$ cat src/hdl/cpu_defs.svh
`ifndef CPU_DEFS_SVH
`define CPU_DEFS_SVH

// ====================
// core geometry
// ====================
`define CPU_RESET_PC  32'h3000_0000
`define CPU_XLEN      32
`define CPU_REG_COUNT 16

// major opcodes, inst[6:0]
`define CPU_OPC_OP     7'b0110011
`define CPU_OPC_OP_IMM 7'b0010011
`define CPU_OPC_LOAD   7'b0000011
`define CPU_OPC_STORE  7'b0100011
`define CPU_OPC_LUI    7'b0110111
`define CPU_OPC_JALR   7'b1100111

// funct3, inst[14:12]
`define CPU_F3_ADD 3'b000
`define CPU_F3_LW  3'b010
`define CPU_F3_LBU 3'b100
`define CPU_F3_SW  3'b010
`define CPU_F3_SB  3'b000

`endif

$ cat src/hdl/cpu_pkg.sv
`include "cpu_defs.svh"

package cpu_pkg;

  // ====================
  // shared vector types
  // ====================
  typedef logic [`CPU_XLEN-1:0] word_t;

  // index as encoded in the instruction, rf only looks at [3:0]
  typedef logic [4:0] reg_idx_t;

  typedef logic [3:0] byte_mask_t;

  // bus size code: 0 byte, 2 word
  typedef logic [1:0] access_size_t;

  // decoded instruction kind
  typedef enum logic [3:0] {
    KIND_NOP,
    KIND_ADD,
    KIND_ADDI,
    KIND_LUI,
    KIND_JALR,
    KIND_LW,
    KIND_LBU,
    KIND_SW,
    KIND_SB
  } inst_kind_e;

endpackage

$ cat src/hdl/cpu_top.sv
`timescale 1ns/100ps

module cpu_top (
  input  logic                  clk,
  input  logic                  rst,
  output logic                  ifu_req,
  output cpu_pkg::word_t        ifu_addr,
  input  logic                  ifu_resp,
  input  cpu_pkg::word_t        ifu_rdata,
  output logic                  lsu_req,
  output cpu_pkg::word_t        lsu_addr,
  output logic                  lsu_wen,
  output cpu_pkg::word_t        lsu_wdata,
  output cpu_pkg::byte_mask_t   lsu_wmask,
  output cpu_pkg::access_size_t lsu_size,
  input  logic                  lsu_resp,
  input  cpu_pkg::word_t        lsu_rdata
);

  import cpu_pkg::*;

  // ====================
  // internal nets
  // ====================
  word_t        pc;
  word_t        inst;
  logic         inst_valid;
  word_t        next_pc;
  inst_kind_e   kind;
  reg_idx_t     rs1;
  reg_idx_t     rs2;
  reg_idx_t     rd;
  word_t        imm;
  byte_mask_t   wmask;
  access_size_t size;
  word_t        rdata_1;
  word_t        rdata_2;
  word_t        alu_out;
  logic         mem_start;
  logic         mem_done;
  word_t        load_data;
  logic         retire;
  logic         reg_wen;
  word_t        reg_wdata;

  fetch_unit u_fetch (
    .clk, .rst, .retire, .next_pc, .pc, .inst, .inst_valid,
    .ifu_req, .ifu_addr, .ifu_resp, .ifu_rdata
  );

  decoder u_decoder (
    .inst, .kind, .rs1, .rs2, .rd, .imm, .wmask, .size
  );

  register_file u_regs (
    .clk, .wen(reg_wen), .waddr(rd), .wdata(reg_wdata),
    .raddr_1(rs1), .raddr_2(rs2), .rdata_1, .rdata_2
  );

  execute_unit u_execute (
    .kind, .pc, .rdata_1, .rdata_2, .imm, .alu_out, .next_pc
  );

  // store data is rs2 straight from the register file
  load_store_unit u_lsu (
    .clk, .rst, .mem_start, .kind, .addr(alu_out), .store_data(rdata_2),
    .wmask, .size, .mem_done, .load_data,
    .lsu_req, .lsu_addr, .lsu_wen, .lsu_wdata, .lsu_wmask, .lsu_size,
    .lsu_resp, .lsu_rdata
  );

  retire_unit u_retire (
    .clk, .rst, .inst_valid, .kind, .pc, .alu_out, .load_data, .mem_done,
    .mem_start, .retire, .reg_wen, .reg_wdata
  );

endmodule

$ cat src/hdl/decoder.sv
`timescale 1ns/100ps
`include "cpu_defs.svh"

module decoder (
  input  cpu_pkg::word_t        inst,
  output cpu_pkg::inst_kind_e   kind,
  output cpu_pkg::reg_idx_t     rs1,
  output cpu_pkg::reg_idx_t     rs2,
  output cpu_pkg::reg_idx_t     rd,
  output cpu_pkg::word_t        imm,
  output cpu_pkg::byte_mask_t   wmask,
  output cpu_pkg::access_size_t size
);

  import cpu_pkg::*;

  localparam access_size_t SIZE_BYTE = 2'd0;
  localparam access_size_t SIZE_WORD = 2'd2;

  logic [6:0] opcode;
  logic [2:0] funct3;
  word_t      imm_i;
  word_t      imm_s;
  word_t      imm_u;

  assign opcode = inst[6:0];
  assign funct3 = inst[14:12];

  assign rs1 = inst[19:15];
  assign rs2 = inst[24:20];
  assign rd  = inst[11:7];

  // ====================
  // immediates
  // ====================
  assign imm_i = {{20{inst[31]}}, inst[31:20]};
  assign imm_s = {{20{inst[31]}}, inst[31:25], inst[11:7]};
  assign imm_u = {inst[31:12], 12'b0};

  always_comb begin
    kind  = KIND_NOP;
    imm   = '0;
    wmask = '0;
    size  = SIZE_BYTE;
    case (opcode)
      `CPU_OPC_OP: begin
        if (funct3 == `CPU_F3_ADD) kind = KIND_ADD;
      end
      `CPU_OPC_OP_IMM: begin
        if (funct3 == `CPU_F3_ADD) begin
          kind = KIND_ADDI;
          imm  = imm_i;
        end
      end
      `CPU_OPC_LUI: begin
        kind = KIND_LUI;
        imm  = imm_u;
      end
      `CPU_OPC_JALR: begin
        kind = KIND_JALR;
        imm  = imm_i;
      end
      `CPU_OPC_LOAD: begin
        imm = imm_i;
        if (funct3 == `CPU_F3_LW) begin
          kind  = KIND_LW;
          wmask = 4'b1111;
          size  = SIZE_WORD;
        end else if (funct3 == `CPU_F3_LBU) begin
          kind  = KIND_LBU;
          wmask = 4'b0001;
        end
      end
      `CPU_OPC_STORE: begin
        imm = imm_s;
        if (funct3 == `CPU_F3_SW) begin
          kind  = KIND_SW;
          wmask = 4'b1111;
          size  = SIZE_WORD;
        end else if (funct3 == `CPU_F3_SB) begin
          kind  = KIND_SB;
          wmask = 4'b0001;
        end
      end
      // anything else retires as a nop
      default: kind = KIND_NOP;
    endcase
  end

endmodule

$ cat src/hdl/execute_unit.sv
`timescale 1ns/100ps

module execute_unit (
  input  cpu_pkg::inst_kind_e kind,
  input  cpu_pkg::word_t      pc,
  input  cpu_pkg::word_t      rdata_1,
  input  cpu_pkg::word_t      rdata_2,
  input  cpu_pkg::word_t      imm,
  output cpu_pkg::word_t      alu_out,
  output cpu_pkg::word_t      next_pc
);

  import cpu_pkg::*;

  word_t op_a;
  word_t op_b;

  // ====================
  // operand select
  // ====================
  // lui adds its immediate to zero
  assign op_a = (kind == KIND_LUI) ? '0 : rdata_1;
  // only register-register add takes rs2
  assign op_b = (kind == KIND_ADD) ? rdata_2 : imm;

  // also the load/store address
  assign alu_out = op_a + op_b;

  // jalr target has bit 0 cleared
  assign next_pc = (kind == KIND_JALR) ? {alu_out[31:1], 1'b0} : pc + 32'd4;

endmodule

$ cat src/hdl/fetch_unit.sv
`timescale 1ns/100ps
`include "cpu_defs.svh"

module fetch_unit (
  input  logic           clk,
  input  logic           rst,
  input  logic           retire,
  input  cpu_pkg::word_t next_pc,
  output cpu_pkg::word_t pc,
  output cpu_pkg::word_t inst,
  output logic           inst_valid,
  output logic           ifu_req,
  output cpu_pkg::word_t ifu_addr,
  input  logic           ifu_resp,
  input  cpu_pkg::word_t ifu_rdata
);

  typedef enum logic {FETCH_IDLE, FETCH_WAIT} fetch_state_e;

  fetch_state_e state;
  // first fetch after reset has no retire to trigger it
  logic boot;
  // bus view, set by a request and cleared by its response
  logic fetch_pending;

  always_ff @(posedge clk) begin
    if (rst) begin
      pc <= `CPU_RESET_PC;
    end else if (retire) begin
      pc <= next_pc;
    end
  end

  // pc already holds the new value when the request goes out
  assign ifu_addr = pc;

  // ====================
  // fetch fsm
  // ====================
  always_ff @(posedge clk) begin
    if (rst) begin
      state      <= FETCH_IDLE;
      boot       <= 1'b1;
      ifu_req    <= 1'b0;
      inst_valid <= 1'b0;
    end else begin
      ifu_req <= 1'b0;
      case (state)
        FETCH_IDLE: begin
          if (retire) begin
            inst_valid <= 1'b0;
          end
          if (boot || retire) begin
            boot    <= 1'b0;
            ifu_req <= 1'b1;
            state   <= FETCH_WAIT;
          end
        end
        FETCH_WAIT: begin
          if (ifu_resp) begin
            inst_valid <= 1'b1;
            state      <= FETCH_IDLE;
          end
        end
        default: state <= FETCH_IDLE;
      endcase
    end
  end

  // instruction register
  always_ff @(posedge clk) begin
    if (state == FETCH_WAIT && ifu_resp) begin
      inst <= ifu_rdata;
    end
  end

  always_ff @(posedge clk) begin
    if (rst) begin
      fetch_pending <= 1'b0;
    end else if (ifu_req) begin
      fetch_pending <= 1'b1;
    end else if (ifu_resp) begin
      fetch_pending <= 1'b0;
    end
  end

  // one fetch in flight at a time
  a_single_fetch: assert property (
    @(posedge clk) disable iff (rst) ifu_req |-> !fetch_pending);

endmodule

$ cat src/hdl/load_store_unit.sv
`timescale 1ns/100ps

module load_store_unit (
  input  logic                  clk,
  input  logic                  rst,
  input  logic                  mem_start,
  input  cpu_pkg::inst_kind_e   kind,
  input  cpu_pkg::word_t        addr,
  input  cpu_pkg::word_t        store_data,
  input  cpu_pkg::byte_mask_t   wmask,
  input  cpu_pkg::access_size_t size,
  output logic                  mem_done,
  output cpu_pkg::word_t        load_data,
  output logic                  lsu_req,
  output cpu_pkg::word_t        lsu_addr,
  output logic                  lsu_wen,
  output cpu_pkg::word_t        lsu_wdata,
  output cpu_pkg::byte_mask_t   lsu_wmask,
  output cpu_pkg::access_size_t lsu_size,
  input  logic                  lsu_resp,
  input  cpu_pkg::word_t        lsu_rdata
);

  import cpu_pkg::*;

  typedef enum logic {LSU_IDLE, LSU_WAIT} lsu_state_e;

  lsu_state_e state;
  logic       is_store;
  word_t      rdata_shifted;

  assign is_store = (kind == KIND_SW) || (kind == KIND_SB);

  // addressed byte lands in bits [7:0]
  assign rdata_shifted = lsu_rdata >> {lsu_addr[1:0], 3'b000};

  // ====================
  // bus fsm
  // ====================
  always_ff @(posedge clk) begin
    if (rst) begin
      state    <= LSU_IDLE;
      lsu_req  <= 1'b0;
      lsu_wen  <= 1'b0;
      mem_done <= 1'b0;
    end else begin
      lsu_req  <= 1'b0;
      mem_done <= 1'b0;
      if (state == LSU_IDLE && mem_start) begin
        lsu_req <= 1'b1;
        lsu_wen <= is_store;
        state   <= LSU_WAIT;
      end else if (state == LSU_WAIT && lsu_resp) begin
        lsu_wen  <= 1'b0;
        mem_done <= 1'b1;
        state    <= LSU_IDLE;
      end
    end
  end

  // request payload and load result
  always_ff @(posedge clk) begin
    if (state == LSU_IDLE && mem_start) begin
      lsu_addr  <= addr;
      lsu_wmask <= wmask << addr[1:0];
      lsu_wdata <= store_data << {addr[1:0], 3'b000};
      lsu_size  <= size;
    end
    if (state == LSU_WAIT && lsu_resp) begin
      // byte size only comes from lbu on the read side
      load_data <= (lsu_size == 2'd0) ? {24'b0, rdata_shifted[7:0]} : rdata_shifted;
    end
  end

  a_write_mask: assert property (
    @(posedge clk) disable iff (rst) (lsu_req && lsu_wen) |-> (lsu_wmask != '0));

endmodule

$ cat src/hdl/register_file.sv
`timescale 1ns/100ps
`include "cpu_defs.svh"

module register_file (
  input  logic              clk,
  input  logic              wen,
  input  cpu_pkg::reg_idx_t waddr,
  input  cpu_pkg::word_t    wdata,
  input  cpu_pkg::reg_idx_t raddr_1,
  input  cpu_pkg::reg_idx_t raddr_2,
  output cpu_pkg::word_t    rdata_1,
  output cpu_pkg::word_t    rdata_2
);

  import cpu_pkg::*;

  // rv32e, x0..x15
  word_t regs [`CPU_REG_COUNT];

  always_ff @(posedge clk) begin
    if (wen && waddr[3:0] != 4'd0) begin
      regs[waddr[3:0]] <= wdata;
    end
  end

  // x0 hardwired to zero
  assign rdata_1 = (raddr_1[3:0] == 4'd0) ? '0 : regs[raddr_1[3:0]];
  assign rdata_2 = (raddr_2[3:0] == 4'd0) ? '0 : regs[raddr_2[3:0]];

endmodule

$ cat src/hdl/retire_unit.sv
`timescale 1ns/100ps

module retire_unit (
  input  logic                clk,
  input  logic                rst,
  input  logic                inst_valid,
  input  cpu_pkg::inst_kind_e kind,
  input  cpu_pkg::word_t      pc,
  input  cpu_pkg::word_t      alu_out,
  input  cpu_pkg::word_t      load_data,
  input  logic                mem_done,
  output logic                mem_start,
  output logic                retire,
  output logic                reg_wen,
  output cpu_pkg::word_t      reg_wdata
);

  import cpu_pkg::*;

  typedef enum logic [1:0] {RET_IDLE, RET_MEM_WAIT, RET_DONE} retire_state_e;

  retire_state_e state;
  logic          is_load;
  logic          is_mem;
  logic          writes_reg;

  assign is_load    = (kind == KIND_LW) || (kind == KIND_LBU);
  assign is_mem     = is_load || (kind == KIND_SW) || (kind == KIND_SB);
  assign writes_reg = !(kind inside {KIND_SW, KIND_SB, KIND_NOP});

  // write-back select
  assign reg_wdata = (kind == KIND_JALR) ? pc + 32'd4 :
                     is_load             ? load_data  : alu_out;

  always_ff @(posedge clk) begin
    if (rst) begin
      state     <= RET_IDLE;
      mem_start <= 1'b0;
      retire    <= 1'b0;
      reg_wen   <= 1'b0;
    end else begin
      mem_start <= 1'b0;
      retire    <= 1'b0;
      reg_wen   <= 1'b0;
      case (state)
        RET_IDLE: begin
          if (inst_valid && is_mem) begin
            mem_start <= 1'b1;
            state     <= RET_MEM_WAIT;
          end else if (inst_valid) begin
            retire  <= 1'b1;
            reg_wen <= writes_reg;
            state   <= RET_DONE;
          end
        end
        RET_MEM_WAIT: begin
          if (mem_done) begin
            retire  <= 1'b1;
            reg_wen <= writes_reg;
            state   <= RET_DONE;
          end
        end
        // inst_valid drops after retire, wait it out
        RET_DONE: state <= RET_IDLE;
        default:  state <= RET_IDLE;
      endcase
    end
  end

  a_retire_valid: assert property (
    @(posedge clk) disable iff (rst) retire |-> inst_valid);

endmodule

$ cat config.mk
export PLATFORM = sky130hd
export DESIGN_NAME = cpu_top
export DESIGN_NICKNAME = d
export VERILOG_FILES = /design/src/hdl/cpu_pkg.sv /design/src/hdl/cpu_top.sv /design/src/hdl/decoder.sv /design/src/hdl/execute_unit.sv /design/src/hdl/fetch_unit.sv /design/src/hdl/load_store_unit.sv /design/src/hdl/register_file.sv /design/src/hdl/retire_unit.sv
export VERILOG_INCLUDE_DIRS = /design/src /design/src/hdl
export SDC_FILE = /design/constraint.sdc
export NUM_CORES = 1
export LEC_CHECK = 0
export BUFFER_PORTS_ARGS = -buffer_cell sky130_fd_sc_hd__buf_2
export CORE_UTILIZATION = 25
export DETAILED_ROUTE_END_ITERATION = 10
export PLACE_DENSITY = 0.38
export SYNTH_ARGS = -nofsm -noshare
export SYNTH_HDL_FRONTEND = slang
export SYNTH_HIERARCHICAL = 1
export SYNTH_SLANG_ARGS = --single-unit
$ cat constraint.sdc
create_clock -name clk -period 5.5 [get_ports clk]
set_input_delay 1.65 -clock clk [delete_from_list [all_inputs] [get_ports clk]]
set_output_delay 1.65 -clock clk [all_outputs]
set_load 0.01 [all_outputs]
# After elaboration in Yosys (flattened, before gate mapping)
# Memories as Yosys holds them, arrays and structs flattened. A register that Yosys moved wholly into a read port is not among the register bits.
# Index checks and enable logic that the tools add are counted.
[totals]
reg_bits = 179
ramBits = 512
out_inout_bits = 105
elab_cells = 126
n_memories = 1
[op_classes]
addsub = 2
eq_ne = 20
shift = 3
mux = 49
n_bitwise = 3
n_reduce_logical = 28
[mem_list]
columns = ["memory", "depth", "word_bits", "read_ports", "rd_clocked_by_memory_dff", "write_ports", "line", "source"]
rows = [
  ["u_regs.regs", 16, 32, 2, 2, 1, "register_file.sv:18", "word_t regs [`CPU_REG_COUNT];"],
]
[op_table]
columns = ["cell", "count"]
rows = [
  ["2-to-1 mux 32 bit", 8],
  ["case mux 32 bit (4 select lines)", 1],
  ["adder 32 x 3 -> 32 bit, second input constant", 1],
  ["adder 32 bit", 1],
  ["left shift 32 x 5 -> 32 bit", 1],
  ["right shift 32 x 5 -> 32 bit", 1],
  ["2-to-1 mux 4 bit", 7],
  ["case mux 4 bit (6 select lines)", 1],
  ["== test 7 x 6 -> 1 bit, second input constant", 3],
  ["2-to-1 mux 1 bit", 20],
  ["== test 4 x 3 -> 1 bit, second input constant", 4],
  ["zero test 4 bit", 3],
  ["2-to-1 mux 2 bit", 5],
  ["OR reduction 2 bit", 5],
  ["case mux 1 bit (2 select lines)", 4],
  ["case mux 4 bit (2 select lines)", 1],
  ["== test 7 x 2 -> 1 bit, second input constant", 1],
  ["== test 7 x 5 -> 1 bit, second input constant", 1],
  ["== test 7 bit, second input constant", 1],
  ["AND reduction 2 bit", 3],
  ["logical AND 1 bit", 5],
  ["logical OR 1 bit", 5],
  ["== test 4 x 1 -> 1 bit, second input constant", 1],
  ["== test 4 x 2 -> 1 bit, second input constant", 1],
  ["17 further kinds", 21],
]

# Longest topological paths before layout
# Gate-level depths: netlist of the first run.
[logic_depth]
depth_word = 11
depth_mapped = 22
ltp_nobuf = 17

# By module
# The synthesis of the first run kept the hierarchy.
[by_module_without_submodules]
columns = ["mod", "instances", "cells_per_inst", "area_each_um2", "seq_area_each_um2"]
rows = [
  ["register_file", 1, 1169, 22036.1, 14413.8],
  ["load_store_unit", 1, 294, 4346.7, 3143.0],
  ["execute_unit", 1, 483, 3344.5, 0.0],
  ["fetch_unit", 1, 182, 2508.7, 1681.6],
  ["retire_unit", 1, 209, 1446.4, 100.1],
  ["decoder", 1, 103, 754.5, 0.0],
]

# Worst setup path after synthesis of the first run
# No wires, ideal clock.
[synth_path]
path_kind = "reg-to-reg"
start = "register u_fetch.inst[6]"
end = "memory u_regs/regs[10][30] (netlist name) (data pin)"
arrival_ns = 5.238
required_time_ns = 5.214
setup_slack_ns = -0.024
stages_incl_launch_ff = 19
period_less_slack_ns = 5.524
path_cell_list = "edfxtp_1 > nor3_1 > and4b_1 > o21bai_1 > nor4b_2 > clkbuf_1 > mux2_2 > ha_1 > fa_1 > a21o_1 > a221oi_1 > or4_4 > a2111oi_4 > o21ai_2 > o21ai_0 > xnor2_1 > mux2_2 > nor2_1 > a21oi_1"
[synth_between]
elab_chain_len = 7
[synth_lines]
columns = ["element", "line", "source"]
rows = [
  ["start: declaration", "fetch_unit.sv:10", "output cpu_pkg::word_t inst,"],
  ["start signal: assignment", "fetch_unit.sv:73", "inst <= ifu_rdata;"],
  ["== test 7 x 6 -> 1 bit, or another cell as far along", "decoder.sv:45", "case (opcode)"],
  ["case mux 4 bit (6 select lines) (*)", "decoder.sv:45", ""],
  ["named net kind[0]", "cpu_top.sv:29", "inst_kind_e kind;"],
  ["== test 4 x 2 -> 1 bit / == test 4 x 1 -> 1 bit (equally long branches)", "execute_unit.sv:22, execute_unit.sv:24", ""],
  ["2-to-1 mux 32 bit, on equally long branches", "execute_unit.sv:22, execute_unit.sv:24", ""],
  ["adder 32 bit (*)", "execute_unit.sv:27", "assign alu_out = op_a + op_b;"],
  ["named net alu_out[30]", "cpu_top.sv:38", "word_t alu_out;"],
  ["2-to-1 mux 32 bit (*)", "retire_unit.sv:33", "is_load ? load_data : alu_out;"],
  ["2-to-1 mux 32 bit (*)", "retire_unit.sv:32", "assign reg_wdata = (kind == KIND_JALR) ? pc + 32'd4 :"],
  ["named net reg_wdata[30]", "cpu_top.sv:44", "word_t reg_wdata;"],
  ["end: declaration", "register_file.sv:18", ""],
]
# Mark *: on every way through the listed nets, which the timed path passes. The rest lies on a longest branch.

# Final worst setup path of the first run
[layout_path]
start = "register u_fetch.inst[21]"
end = "memory u_regs/regs[11][19] (netlist name) (data pin)"
[layout_between]
elab_chain_len = 6
[layout_lines]
columns = ["element", "line", "source"]
rows = [
  ["zero test 4 bit", "register_file.sv:28", "assign rdata_2 = (raddr_2[3:0] == 4'd0) ? '0 : regs[raddr_2[3:0]];"],
  ["2-to-1 mux 32 bit", "register_file.sv:28", ""],
  ["named net rdata_2[8]", "cpu_top.sv:37", "word_t rdata_2;"],
  ["2-to-1 mux 32 bit", "execute_unit.sv:24", "assign op_b = (kind == KIND_ADD) ? rdata_2 : imm;"],
  ["adder 32 bit", "execute_unit.sv:27", ""],
  ["named net alu_out[19]", "cpu_top.sv:38", ""],
  ["2-to-1 mux 32 bit", "retire_unit.sv:33", ""],
  ["2-to-1 mux 32 bit", "retire_unit.sv:32", ""],
  ["named net reg_wdata[19]", "cpu_top.sv:44", ""],
]
# The timed path passes the listed nets, and every way through them passes these cells.

==> report_table.html, run 1 <==
<table>
<tr><th>Metric</th><th>Value</th></tr>
<tr><th colspan="2">Worst setup path</th></tr>
<tr><td>Top Family by Delay on Critical Path</td><td>compound AO/OA/AOI/OAI gates</td></tr>
<tr><td>Crit path max-delay cell type</td><td>sky130_fd_sc_hd__nor3_1</td></tr>
<tr><td>Sum of buffers and inverters on the critical path</td><td>5</td></tr>
<tr><td>Worst EP arrival</td><td>approximately 5.7 ns</td></tr>
<tr><td>Number of cells on the critical path</td><td>18</td></tr>
<tr><td>Endpoint kind of the worst setup timing path</td><td>flip-flop</td></tr>
<tr><td>Maximum fanout along the worst path</td><td>15</td></tr>
<tr><td>Cell seen most often among critical-path stages</td><td>sky130_fd_sc_hd__buf_4</td></tr>
<tr><td>Flop2flop setup slack</td><td>between 0.1 and 0.15 ns</td></tr>
<tr><td>Setup CP Type</td><td>flip-flop to flip-flop</td></tr>
<tr><td>Critical path, cell by cell</td><td>buf_4 -&gt; clkbuf_16 -&gt; buf_4 -&gt; mux2_2 -&gt; a221oi_1 -&gt; nor3_1 -&gt; mux2_2 -&gt; ha_1 -&gt; buf_4 -&gt; a21oi_1 -&gt; o22a_1 -&gt; nand3_1 -&gt; a211oi_1 -&gt; xnor2_1 -&gt; mux2_2 -&gt; nor2_1 -&gt; a21oi_1 -&gt; buf_4</td></tr>
<tr><td>FF-to-FF Start</td><td>u_fetch/inst[21]</td></tr>
<tr><td>Crit path largest cell delay</td><td>a little under 0.8 ns</td></tr>
<tr><td>Startpoint class of the critical path</td><td>flip-flop</td></tr>
<tr><td>Worst setup path start</td><td>u_fetch/inst[21]</td></tr>
<tr><td>Depth of the worst register-to-register path</td><td>18</td></tr>
<tr><td>Reg-to-reg critical path endpoint</td><td>u_regs/regs[11][19]</td></tr>
<tr><td>Worst setup path end</td><td>u_regs/regs[11][19]</td></tr>
<tr><td>Required time of the critical path</td><td>5.89 ns</td></tr>
<tr><th colspan="2">Floorplan</th></tr>
<tr><td>Cell row count</td><td>~140</td></tr>
<tr><td>Die Y</td><td>about 370 um</td></tr>
<tr><td>Area enclosed by the die boundary</td><td>about 140,000 um2</td></tr>
<tr><td>Die Wd</td><td>373 um</td></tr>
<tr><td>Count of pins on the block boundary</td><td>approximately 170</td></tr>
<tr><td>Effective utilization at floorplan</td><td>about a quarter</td></tr>
<tr><td>Core Footprint</td><td>~140,000 um2</td></tr>
<tr><th colspan="2">Global route</th></tr>
<tr><td>Most congested layer reported by global routing</td><td>met2</td></tr>
<tr><td>Wire length of the first global-routing pass</td><td>between 150,000 and 200,000 um</td></tr>
<tr><td>Number of global-route vias before repair</td><td>between 20,000 and 25,000</td></tr>
<tr><td>M2 GR Usage</td><td>31.5%</td></tr>
<tr><td>Antenna violations before repair</td><td>8</td></tr>
<tr><td>Met3 Track Usage GR</td><td>about 2.5%</td></tr>
<tr><td>GRT Total Usage</td><td>about 19%</td></tr>
<tr><td>Met1 usage</td><td>around a quarter</td></tr>
<tr><td>Maximum number of pins on one net before global-route repair</td><td>between 60 and 70</td></tr>
<tr><td>Total grt overflow</td><td>0</td></tr>
<tr><th colspan="2">Clock tree</th></tr>
<tr><td># hold bufs at CTS</td><td>0</td></tr>
<tr><td>CTS tree</td><td>yes</td></tr>
<tr><td>Number of buffers inserted during clock tree synthesis</td><td>a little over 80</td></tr>
<tr><td>Clock root buffer master</td><td>sky130_fd_sc_hd__clkbuf_16</td></tr>
<tr><td>Maximum clock path buffer count</td><td>3</td></tr>
<tr><td>Clk Latency, worst-skew pair</td><td>0.67 ns</td></tr>
<tr><td>Clock-pin transition on the worst setup and hold timing paths</td><td>about 0.060 ns</td></tr>
<tr><td>CTS H-tree lvls</td><td>3</td></tr>
<tr><td>Clock tree sinks</td><td>around 660</td></tr>
<tr><th colspan="2">Timing</th></tr>
<tr><td>Worst-margin pin slew</td><td>1.20 ns</td></tr>
<tr><td>Smallest hold slack</td><td>between 0.4 and 0.5 ns</td></tr>
<tr><td>Final worst path period share</td><td>a little over nine tenths</td></tr>
<tr><td>Post-Route Skew</td><td>0.0365 ns</td></tr>
<tr><td>Minimum period implied by the final worst setup slack</td><td>about 5.4 ns</td></tr>
<tr><td>Final number of max-transition violations</td><td>0</td></tr>
<tr><td>Final setup vio count</td><td>0</td></tr>
<tr><td>Fin Setup TNS</td><td>0 ns</td></tr>
<tr><td>Relative max-transition margin</td><td>a little under 20%</td></tr>
<tr><td>FMAX</td><td>roughly 190 MHz</td></tr>
<tr><td>Hold Fails Final Rpt</td><td>0</td></tr>
<tr><th colspan="2">Final layout</th></tr>
<tr><td>Filler Cell Count</td><td>between 10,000 and 15,000</td></tr>
<tr><td>Final core utilization</td><td>between 30% and 40%</td></tr>
<tr><td>Syn-to-layout area delta</td><td>22.5%</td></tr>
<tr><td>Share of layout cells above drive strength 1</td><td>about a third</td></tr>
<tr><td>Number of nets in the layout</td><td>2,915</td></tr>
<tr><td>Post-route insts no fill</td><td>~4,700</td></tr>
<tr><td>Post-route cell area</td><td>42,200 um2</td></tr>
<tr><th colspan="2">Power</th></tr>
<tr><td>Switching power as a share of total power</td><td>around a quarter</td></tr>
<tr><td>Internal cell power</td><td>about 9.4 mW</td></tr>
<tr><td>Relative contribution of the clock network to total power</td><td>~44%</td></tr>
<tr><td>Fraction of power consumed by sequential logic</td><td>~45%</td></tr>
<tr><td>Leak pwr</td><td>~15 nW</td></tr>
<tr><td>Peak VDD IR</td><td>approximately 220 uV</td></tr>
<tr><td>Reported net switching power</td><td>3.04 mW</td></tr>
<tr><td>Pwr/cell area</td><td>around 290 nW/um2</td></tr>
<tr><td>Combinational fraction of design power</td><td>10.5%</td></tr>
<tr><th colspan="2">Yosys</th></tr>
<tr><td>Instance count of the mapped netlist</td><td>around 2,400</td></tr>
<tr><td>Syn avg cell area</td><td>14.1 um2</td></tr>
<tr><td>Net count after synthesis</td><td>around 2,500</td></tr>
<tr><td>Syn. warnings</td><td>6</td></tr>
<tr><td>Cell area after synthesis</td><td>between 30,000 and 40,000 um2</td></tr>
<tr><th colspan="2">Drt</th></tr>
<tr><td>Remaining DRCs</td><td>0</td></tr>
<tr><td>Iteration-0 DRC count of the detailed router</td><td>around 1,900</td></tr>
<tr><td>Number of nets still failing antenna checks after routing</td><td>0</td></tr>
<tr><td>Average detailed-routed wire length per instance</td><td>roughly 28 um</td></tr>
<tr><td>Vias after detailed routing</td><td>23,700</td></tr>
<tr><td>Count of TritonRoute iterations in the first routing pass</td><td>5</td></tr>
<tr><td>Post-detailed-route via-to-cell ratio</td><td>slightly above 5</td></tr>
<tr><td>Routed wire length</td><td>around 130,000 um</td></tr>
<tr><th colspan="2">Place</th></tr>
<tr><td>Number of port buffers</td><td>between 150 and 200</td></tr>
<tr><td>Cell total after placement</td><td>4,500</td></tr>
<tr><td>Placed instance area</td><td>39,200 um2</td></tr>
<tr><td>Final GP Congestion</td><td>0.877</td></tr>
<tr><td>Post-detail-place hpwl</td><td>approximately 94,000 um</td></tr>
<tr><th colspan="2">Hold path</th></tr>
<tr><td>Hold-critical path depth</td><td>2</td></tr>
<tr><td>Class of the worst hold path</td><td>flip-flop to flip-flop</td></tr>
<tr><th colspan="2">Job</th></tr>
<tr><td>Max-cap check violation count</td><td>0</td></tr>
<tr><th colspan="2">Run status</th></tr>
<tr><td>Status</td><td>finished, final reports clean</td></tr>
</table>
[layout by cell type, fill, tap and decap left out, types with 32 or more instances in the layout]
cell type	n
sky130_fd_sc_hd__edfxtp_1	614
sky130_fd_sc_hd__mux2i_1	164
sky130_fd_sc_hd__mux4_2	161
sky130_fd_sc_hd__buf_4	295
sky130_fd_sc_hd__dfxtp_1	44
sky130_fd_sc_hd__ha_1	32
sky130_fd_sc_hd__mux2_2	130
sky130_fd_sc_hd__xnor2_1	42
sky130_fd_sc_hd__nor3_1	50
sky130_fd_sc_hd__nor2b_1	56
sky130_fd_sc_hd__nand2_1	101
sky130_fd_sc_hd__a221oi_1	50
sky130_fd_sc_hd__buf_2	172
sky130_fd_sc_hd__buf_12	32
sky130_fd_sc_hd__o22ai_1	36
sky130_fd_sc_hd__nand3_1	34
sky130_fd_sc_hd__nor2_1	152
sky130_fd_sc_hd__o21ai_0	41
sky130_fd_sc_hd__a21oi_1	114
sky130_fd_sc_hd__xor2_1	43
sky130_fd_sc_hd__clkbuf_16	86
[worst min-delay path by stage]
stage	start	end	slack, ns
5_1_grt	u_fetch/inst_valid	u_fetch/inst_valid	0.51
3_3_place_gp	u_fetch/boot	u_fetch/boot	0.47
3_5_place_dp	u_fetch/inst_valid	u_fetch/inst_valid	0.47
2_1_floorplan	u_retire/state[1]	u_retire/state[1]	0.44
4_1_cts	u_fetch/inst_valid	u_fetch/inst_valid	0.48
6_report	u_fetch/inst_valid	u_fetch/inst_valid	0.48
[sequential cells by signal, summed over array words and instances, names as in the netlist, 2 cells and up]
register / flops
u_lsu/lsu_wdata: 32
u_lsu/lsu_wmask: 4
u_lsu/load_data: 32
u_lsu/lsu_addr: 32
u_retire/state: 2
u_lsu/lsu_size: 2
u_fetch/inst: 32
u_fetch/ifu_addr: 32
u_regs/regs: 480
[per-stage QoR]
stage / worst slack, ns / power [mW]
after floorplan: 0.0416 / 6.34
after global placement: -0.353 / 6.99
after detailed placement: -0.347 / 7.00
after CTS: 0.00691 / 12.5
after global routing: -0.0125 / 12.8
final: 0.141 / 12.4
[power groups by stage]
stage | Sequential, mW | Clock, mW | Combinational (mW)
after floorplan | 5.70 | 0 | 0.645
after detailed placement | 5.71 | 0 | 1.29
after CTS | 5.60 | 5.65 | 1.30
after global routing | 5.60 | 5.82 | 1.38
final | 5.60 | 5.50 | 1.30
after global placement | 5.71 | 0 | 1.28
[layout make-up]
class	count	area (um2)	area share [%]
inverter	14	52.6	0.125
timing repair buffer	503	3770	8.96
tap	1781	2230	5.29
clock buffer	109	2270	5.38
antenna	1	2.50	0.00594
sequential	659	19300	45.9
multi-input combinational	1553	14000	33.3
clock inverter	43	458	1.09
[worst reg2reg max path, stage by stage (launching register included)]
cell and delay, ns:
sky130_fd_sc_hd__edfxtp_1 0.44, sky130_fd_sc_hd__buf_4 0.20, sky130_fd_sc_hd__clkbuf_16 0.20, sky130_fd_sc_hd__buf_4 0.21
sky130_fd_sc_hd__mux2_2 0.26, sky130_fd_sc_hd__a221oi_1 0.08, sky130_fd_sc_hd__nor3_1 0.77, sky130_fd_sc_hd__mux2_2 0.32
sky130_fd_sc_hd__ha_1 0.24, sky130_fd_sc_hd__buf_4 0.16, sky130_fd_sc_hd__a21oi_1 0.27, sky130_fd_sc_hd__o22a_1 0.39
sky130_fd_sc_hd__nand3_1 0.24, sky130_fd_sc_hd__a211oi_1 0.38, sky130_fd_sc_hd__xnor2_1 0.22, sky130_fd_sc_hd__mux2_2 0.31
sky130_fd_sc_hd__nor2_1 0.09, sky130_fd_sc_hd__a21oi_1 0.06, sky130_fd_sc_hd__buf_4 0.24
[metal layers]
| layer | share of wire, % | wire length (um) |
|---|---|---|
| met4 | 2.0 | 2620 |
| met5 | 0 | 0 |
| met2 | 49 | 64400 |
| met3 | 4.6 | 6170 |
| met1 | 45 | 59500 |
[repair_timing]
action | in CTS | in global routing
gates resized for setup | 11 | 22
cloned | 0 | 1
pin swaps | 0 | 8
buffers inserted | 0 | 9
setup endpoints to repair | 106 | 211
No activity file was read; power rests on OpenSTA's default activity.
==> inputs of run 2 (changes only) <==
==> constraint.sdc (replaced) <==
create_clock -name clk -period 5.5 [get_ports clk]
set_input_delay 0.55 -clock clk [delete_from_list [all_inputs] [get_ports clk]]
set_output_delay 0.55 -clock clk [all_outputs]
set_load 0.01 [all_outputs]
==> report_table.html, run 2 (synthesis results as in run 1) <==
<table>
<tr><th>Metric</th><th>Value</th></tr>
<tr><th colspan="2">Run status</th></tr>
<tr><td>Status</td><td>finished, final reports clean (unchanged)</td></tr>
<tr><th colspan="2">Final layout</th></tr>
<tr><td>Number of nets in the layout</td><td>2,911 (was 2,915)</td></tr>
<tr><td>Highest-count cells in the layout ignoring fill and taps</td><td>sky130_fd_sc_hd__edfxtp_1 (614), sky130_fd_sc_hd__buf_4 (293), sky130_fd_sc_hd__buf_2 (172) (was sky130_fd_sc_hd__edfxtp_1 (614), sky130_fd_sc_hd__buf_4 (295), sky130_fd_sc_hd__buf_2 (172))</td></tr>
<tr><td>Number of flip-flops in the largest register</td><td>480 (unchanged)</td></tr>
<tr><td>Share of layout cells above drive strength 1</td><td>34.5% (was 34.6%)</td></tr>
<tr><td>Syn-to-layout area delta</td><td>22.3% (was 22.5%)</td></tr>
<tr><td>Leading cell type in the layout, fill and taps excluded</td><td>sky130_fd_sc_hd__edfxtp_1 (unchanged)</td></tr>
<tr><td>Post-route insts no fill</td><td>4,657 (was 4,663)</td></tr>
<tr><th colspan="2">Drt</th></tr>
<tr><td>Remaining DRCs</td><td>0 (unchanged)</td></tr>
<tr><td>Routed wire length</td><td>132,000 um (was 133,000 um)</td></tr>
<tr><td>Number of nets still failing antenna checks after routing</td><td>0 (unchanged)</td></tr>
<tr><td>Average detailed-routed wire length per instance</td><td>28.4 um (was 28.5 um)</td></tr>
<tr><td>Count of TritonRoute iterations in the first routing pass</td><td>7 (was 5)</td></tr>
<tr><td>Post-detailed-route via-to-cell ratio</td><td>5.09 (about the same)</td></tr>
<tr><td>Vias after detailed routing</td><td>23,700 (about the same)</td></tr>
<tr><td>Iteration-0 DRC count of the detailed router</td><td>1,974 (was 1,856)</td></tr>
<tr><th colspan="2">Place</th></tr>
<tr><td>Number of port buffers</td><td>172 (unchanged)</td></tr>
<tr><td>Final GP Congestion</td><td>0.874 (was 0.877)</td></tr>
<tr><td>Post-detail-place hpwl</td><td>93,800 um (about the same)</td></tr>
<tr><td>Cell total after placement</td><td>4,499 (was 4,500)</td></tr>
<tr><td>Post-Place Worst Slack</td><td>-0.348 ns (was -0.347 ns)</td></tr>
<tr><th colspan="2">Clock tree</th></tr>
<tr><td>Clock tree sinks</td><td>659 (unchanged)</td></tr>
<tr><td>Clk Latency, worst-skew pair</td><td>0.67 ns (about the same)</td></tr>
<tr><td>CTS tree</td><td>yes (unchanged)</td></tr>
<tr><td>Maximum clock path buffer count</td><td>3 (unchanged)</td></tr>
<tr><td>CTS H-tree lvls</td><td>3 (unchanged)</td></tr>
<tr><td># hold bufs at CTS</td><td>0 (unchanged)</td></tr>
<tr><td>Clock-pin transition on the worst setup and hold timing paths</td><td>0.06 ns (about the same)</td></tr>
<tr><td>Number of buffers inserted during clock tree synthesis</td><td>80 (was 82)</td></tr>
<tr><td>Clock root buffer master</td><td>sky130_fd_sc_hd__clkbuf_16 (unchanged)</td></tr>
<tr><th colspan="2">Floorplan</th></tr>
<tr><td>Die Y</td><td>373 um (unchanged)</td></tr>
<tr><td>Count of pins on the block boundary</td><td>173 (unchanged)</td></tr>
<tr><td>Die Wd</td><td>373 um (unchanged)</td></tr>
<tr><td>Area enclosed by the die boundary</td><td>139,000 um2 (unchanged)</td></tr>
<tr><td>Effective utilization at floorplan</td><td>25.3% (unchanged)</td></tr>
<tr><td>Cell row count</td><td>135 (unchanged)</td></tr>
<tr><td>Core Footprint</td><td>136,000 um2 (unchanged)</td></tr>
<tr><th colspan="2">Worst setup path</th></tr>
<tr><td>Required time of the critical path</td><td>5.89 ns (about the same)</td></tr>
<tr><td>FF-to-FF Start</td><td>u_fetch/inst[21] (unchanged)</td></tr>
<tr><td>Maximum fanout along the worst path</td><td>15 (unchanged)</td></tr>
<tr><td>Top Family by Delay on Critical Path</td><td>buffers and inverters (was compound AO/OA/AOI/OAI gates)</td></tr>
<tr><td>Endpoint kind of the worst setup timing path</td><td>flip-flop (unchanged)</td></tr>
<tr><td>Worst setup path start</td><td>u_fetch/inst[21] (unchanged)</td></tr>
<tr><td>Number of cells on the critical path</td><td>22 (was 18)</td></tr>
<tr><td>Startpoint class of the critical path</td><td>flip-flop (unchanged)</td></tr>
<tr><td>Critical path, cell by cell</td><td>buf_12 -&gt; buf_4 -&gt; buf_4 -&gt; mux4_2 -&gt; o22ai_1 -&gt; nor3_1 -&gt; buf_4 -&gt; mux2_2 -&gt; fa_2 -&gt; a21o_1 -&gt; a221oi_2 -&gt; buf_4 -&gt; buf_4 -&gt; o211ai_1 -&gt; nand3_2 -&gt; nand4_1 -&gt; a21oi_2 -&gt; xnor2_1 -&gt; mux2_2 -&gt; nor2_1 -&gt; a21oi_2 -&gt; buf_6 (was buf_4 -&gt; clkbuf_16 -&gt; buf_4 -&gt; mux2_2 -&gt; a221oi_1 -&gt; nor3_1 -&gt; mux2_2 -&gt; ha_1 -&gt; buf_4 -&gt; a21oi_1 -&gt; o22a_1 -&gt; nand3_1 -&gt; a211oi_1 -&gt; xnor2_1 -&gt; mux2_2 -&gt; nor2_1 -&gt; a21oi_1 -&gt; buf_4)</td></tr>
<tr><td>Worst EP arrival</td><td>5.68 ns (was 5.74 ns)</td></tr>
<tr><td>Setup CP Type</td><td>flip-flop to flip-flop (unchanged)</td></tr>
<tr><td>Reg-to-reg critical path endpoint</td><td>u_regs/regs[1][28] (was u_regs/regs[11][19])</td></tr>
<tr><td>Worst setup path end</td><td>u_regs/regs[1][28] (was u_regs/regs[11][19])</td></tr>
<tr><td>Flop2flop setup slack</td><td>0.21 ns (was 0.14 ns)</td></tr>
<tr><td>Depth of the worst register-to-register path</td><td>22 (was 18)</td></tr>
<tr><td>Crit path max-delay cell type</td><td>sky130_fd_sc_hd__mux4_2 (was sky130_fd_sc_hd__nor3_1)</td></tr>
<tr><td>Crit path largest cell delay</td><td>0.49 ns (was 0.77 ns)</td></tr>
<tr><td>Sum of buffers and inverters on the critical path</td><td>7 (was 5)</td></tr>
<tr><td>Cell seen most often among critical-path stages</td><td>sky130_fd_sc_hd__buf_4 (unchanged)</td></tr>
<tr><th colspan="2">Global route</th></tr>
<tr><td>Wire length of the first global-routing pass</td><td>187,000 um (was 186,000 um)</td></tr>
<tr><td>GRT Total Usage</td><td>18.6% (about the same)</td></tr>
<tr><td>Antenna violations before repair</td><td>5 (was 8)</td></tr>
<tr><td>Maximum number of pins on one net before global-route repair</td><td>63 (unchanged)</td></tr>
<tr><td>Number of global-route vias before repair</td><td>24,400 (was 24,500)</td></tr>
<tr><td>Total grt overflow</td><td>0 (unchanged)</td></tr>
<tr><th colspan="2">Timing</th></tr>
<tr><td>Worst-margin pin slew</td><td>1.23 ns (was 1.20 ns)</td></tr>
<tr><td>Fin worst setup slack</td><td>0.208 ns (was 0.141 ns)</td></tr>
<tr><td>Final setup vio count</td><td>0 (unchanged)</td></tr>
<tr><td>Smallest hold slack</td><td>0.0625 ns (was 0.480 ns)</td></tr>
<tr><td>Post-Route Skew</td><td>0.0291 ns (was 0.0365 ns)</td></tr>
<tr><td>FMAX</td><td>189 MHz (was 187 MHz)</td></tr>
<tr><td>Minimum period implied by the final worst setup slack</td><td>5.29 ns (was 5.36 ns)</td></tr>
<tr><td>Final number of max-transition violations</td><td>0 (unchanged)</td></tr>
<tr><td>Final worst path period share</td><td>96.2% (was 97.4%)</td></tr>
<tr><td>Relative max-transition margin</td><td>18.0% (was 19.7%)</td></tr>
<tr><td>Hold Fails Final Rpt</td><td>0 (unchanged)</td></tr>
<tr><th colspan="2">Hold path</th></tr>
<tr><td>Startpoint of the worst hold path</td><td>ifu_rdata[10] (was u_fetch/inst_valid)</td></tr>
<tr><td>Class of the worst hold path</td><td>input pin to flip-flop (was flip-flop to flip-flop)</td></tr>
<tr><th colspan="2">Power</th></tr>
<tr><td>Leak pwr</td><td>14.7 nW (was 14.8 nW)</td></tr>
<tr><td>Peak VDD IR</td><td>202 uV (was 222 uV)</td></tr>
<tr><td>Pwr/cell area</td><td>294 nW/um2 (about the same)</td></tr>
<tr><th colspan="2">Job</th></tr>
<tr><td>Max-cap check violation count</td><td>0 (unchanged)</td></tr>
</table>
run 2: cell types whose count changed in the layout (fill, tap and decap cells not counted), sizes merged:
cell	previous run	this run
clkbuf	110	99
bufinv	8	12
buf	502	500
clkinvlp	1	3
inv	16	18
clkinv	32	31
run 2: power by group:
group          switching [mW]  internal (mW)  total (mW)
registers              0.0219           5.58        5.60
logic                   0.800          0.497        1.30
clock network            2.21           3.29        5.50
run 2: worst register-to-register path, cell delays in order (launching register included):
cell and delay, ns:
sky130_fd_sc_hd__edfxtp_1 0.39, sky130_fd_sc_hd__buf_12 0.20, sky130_fd_sc_hd__buf_4 0.22, sky130_fd_sc_hd__buf_4 0.17, sky130_fd_sc_hd__mux4_2 0.50, sky130_fd_sc_hd__o22ai_1 0.27
sky130_fd_sc_hd__nor3_1 0.12, sky130_fd_sc_hd__buf_4 0.22, sky130_fd_sc_hd__mux2_2 0.33, sky130_fd_sc_hd__fa_2 0.37, sky130_fd_sc_hd__a21o_1 0.22, sky130_fd_sc_hd__a221oi_2 0.24
sky130_fd_sc_hd__buf_4 0.15, sky130_fd_sc_hd__buf_4 0.12, sky130_fd_sc_hd__o211ai_1 0.14, sky130_fd_sc_hd__nand3_2 0.14, sky130_fd_sc_hd__nand4_1 0.18, sky130_fd_sc_hd__a21oi_2 0.20
sky130_fd_sc_hd__xnor2_1 0.14, sky130_fd_sc_hd__mux2_2 0.30, sky130_fd_sc_hd__nor2_1 0.12, sky130_fd_sc_hd__a21oi_2 0.07, sky130_fd_sc_hd__buf_6 0.20
run 2: metrics by stage:
step | total power [mW] | utilization, % | cell area (um2) | setup TNS, ns
3_3_place_gp | 6.99 | 28.8 | 39200 | -15.09
6_report | 12.4 | 31.0 | 42100 | 0
3_5_place_dp | 7.00 | 28.8 | 39200 | -14.79
4_1_cts | 12.5 | 30.8 | 41900 | 0
2_1_floorplan | 6.34 | - | 34400 | 0
5_1_grt | 12.8 | 31.0 | 42100 | -0.258
run 2: final cells by class:
| class | count | area [um2] |
|---|---|---|
| timing repair buffer | 501 | 3760 |
| tap | 1781 | 2230 |
| clock buffer | 98 | 2100 |
| multi-input combinational | 1553 | 14000 |
| sequential | 659 | 19300 |
| inverter | 14 | 52.6 |
| antenna | 1 | 2.50 |
| clock inverter | 50 | 589 |
| fill | 13500 | 93900 |
run 2: how the worst min path moves through the flow:
stage / end / slack, ns / cells after the start
finish: u_fetch/inst[10] / 0.06 / 1
global route: u_fetch/inst[10] / 0.03 / 1
CTS: u_fetch/inst[18] / 0.02 / 1
detailed placement: u_fetch/inst_valid / 0.47 / 2
global placement: u_fetch/boot / 0.47 / 1
floorplan: u_retire/state[1] / 0.44 / 1
run 2: timing repair:
action | CTS | global route
setup buffers | 1 | 7
endpoints found under the setup margin | 120 | 165
resized for setup | 13 | 20
pin swaps | 1 | 7
gates cloned | 0 | 1
run 2: routing by layer:
| layer | wire (um) | global-route usage [%] |
|---|---|---|
| met2 | 64400 | 31.4 |
| met5 | 0 | 0 |
| met3 | 6250 | 2.10 |
| met4 | 2420 | 4.37 |
| met1 | 59200 | 25.5 |
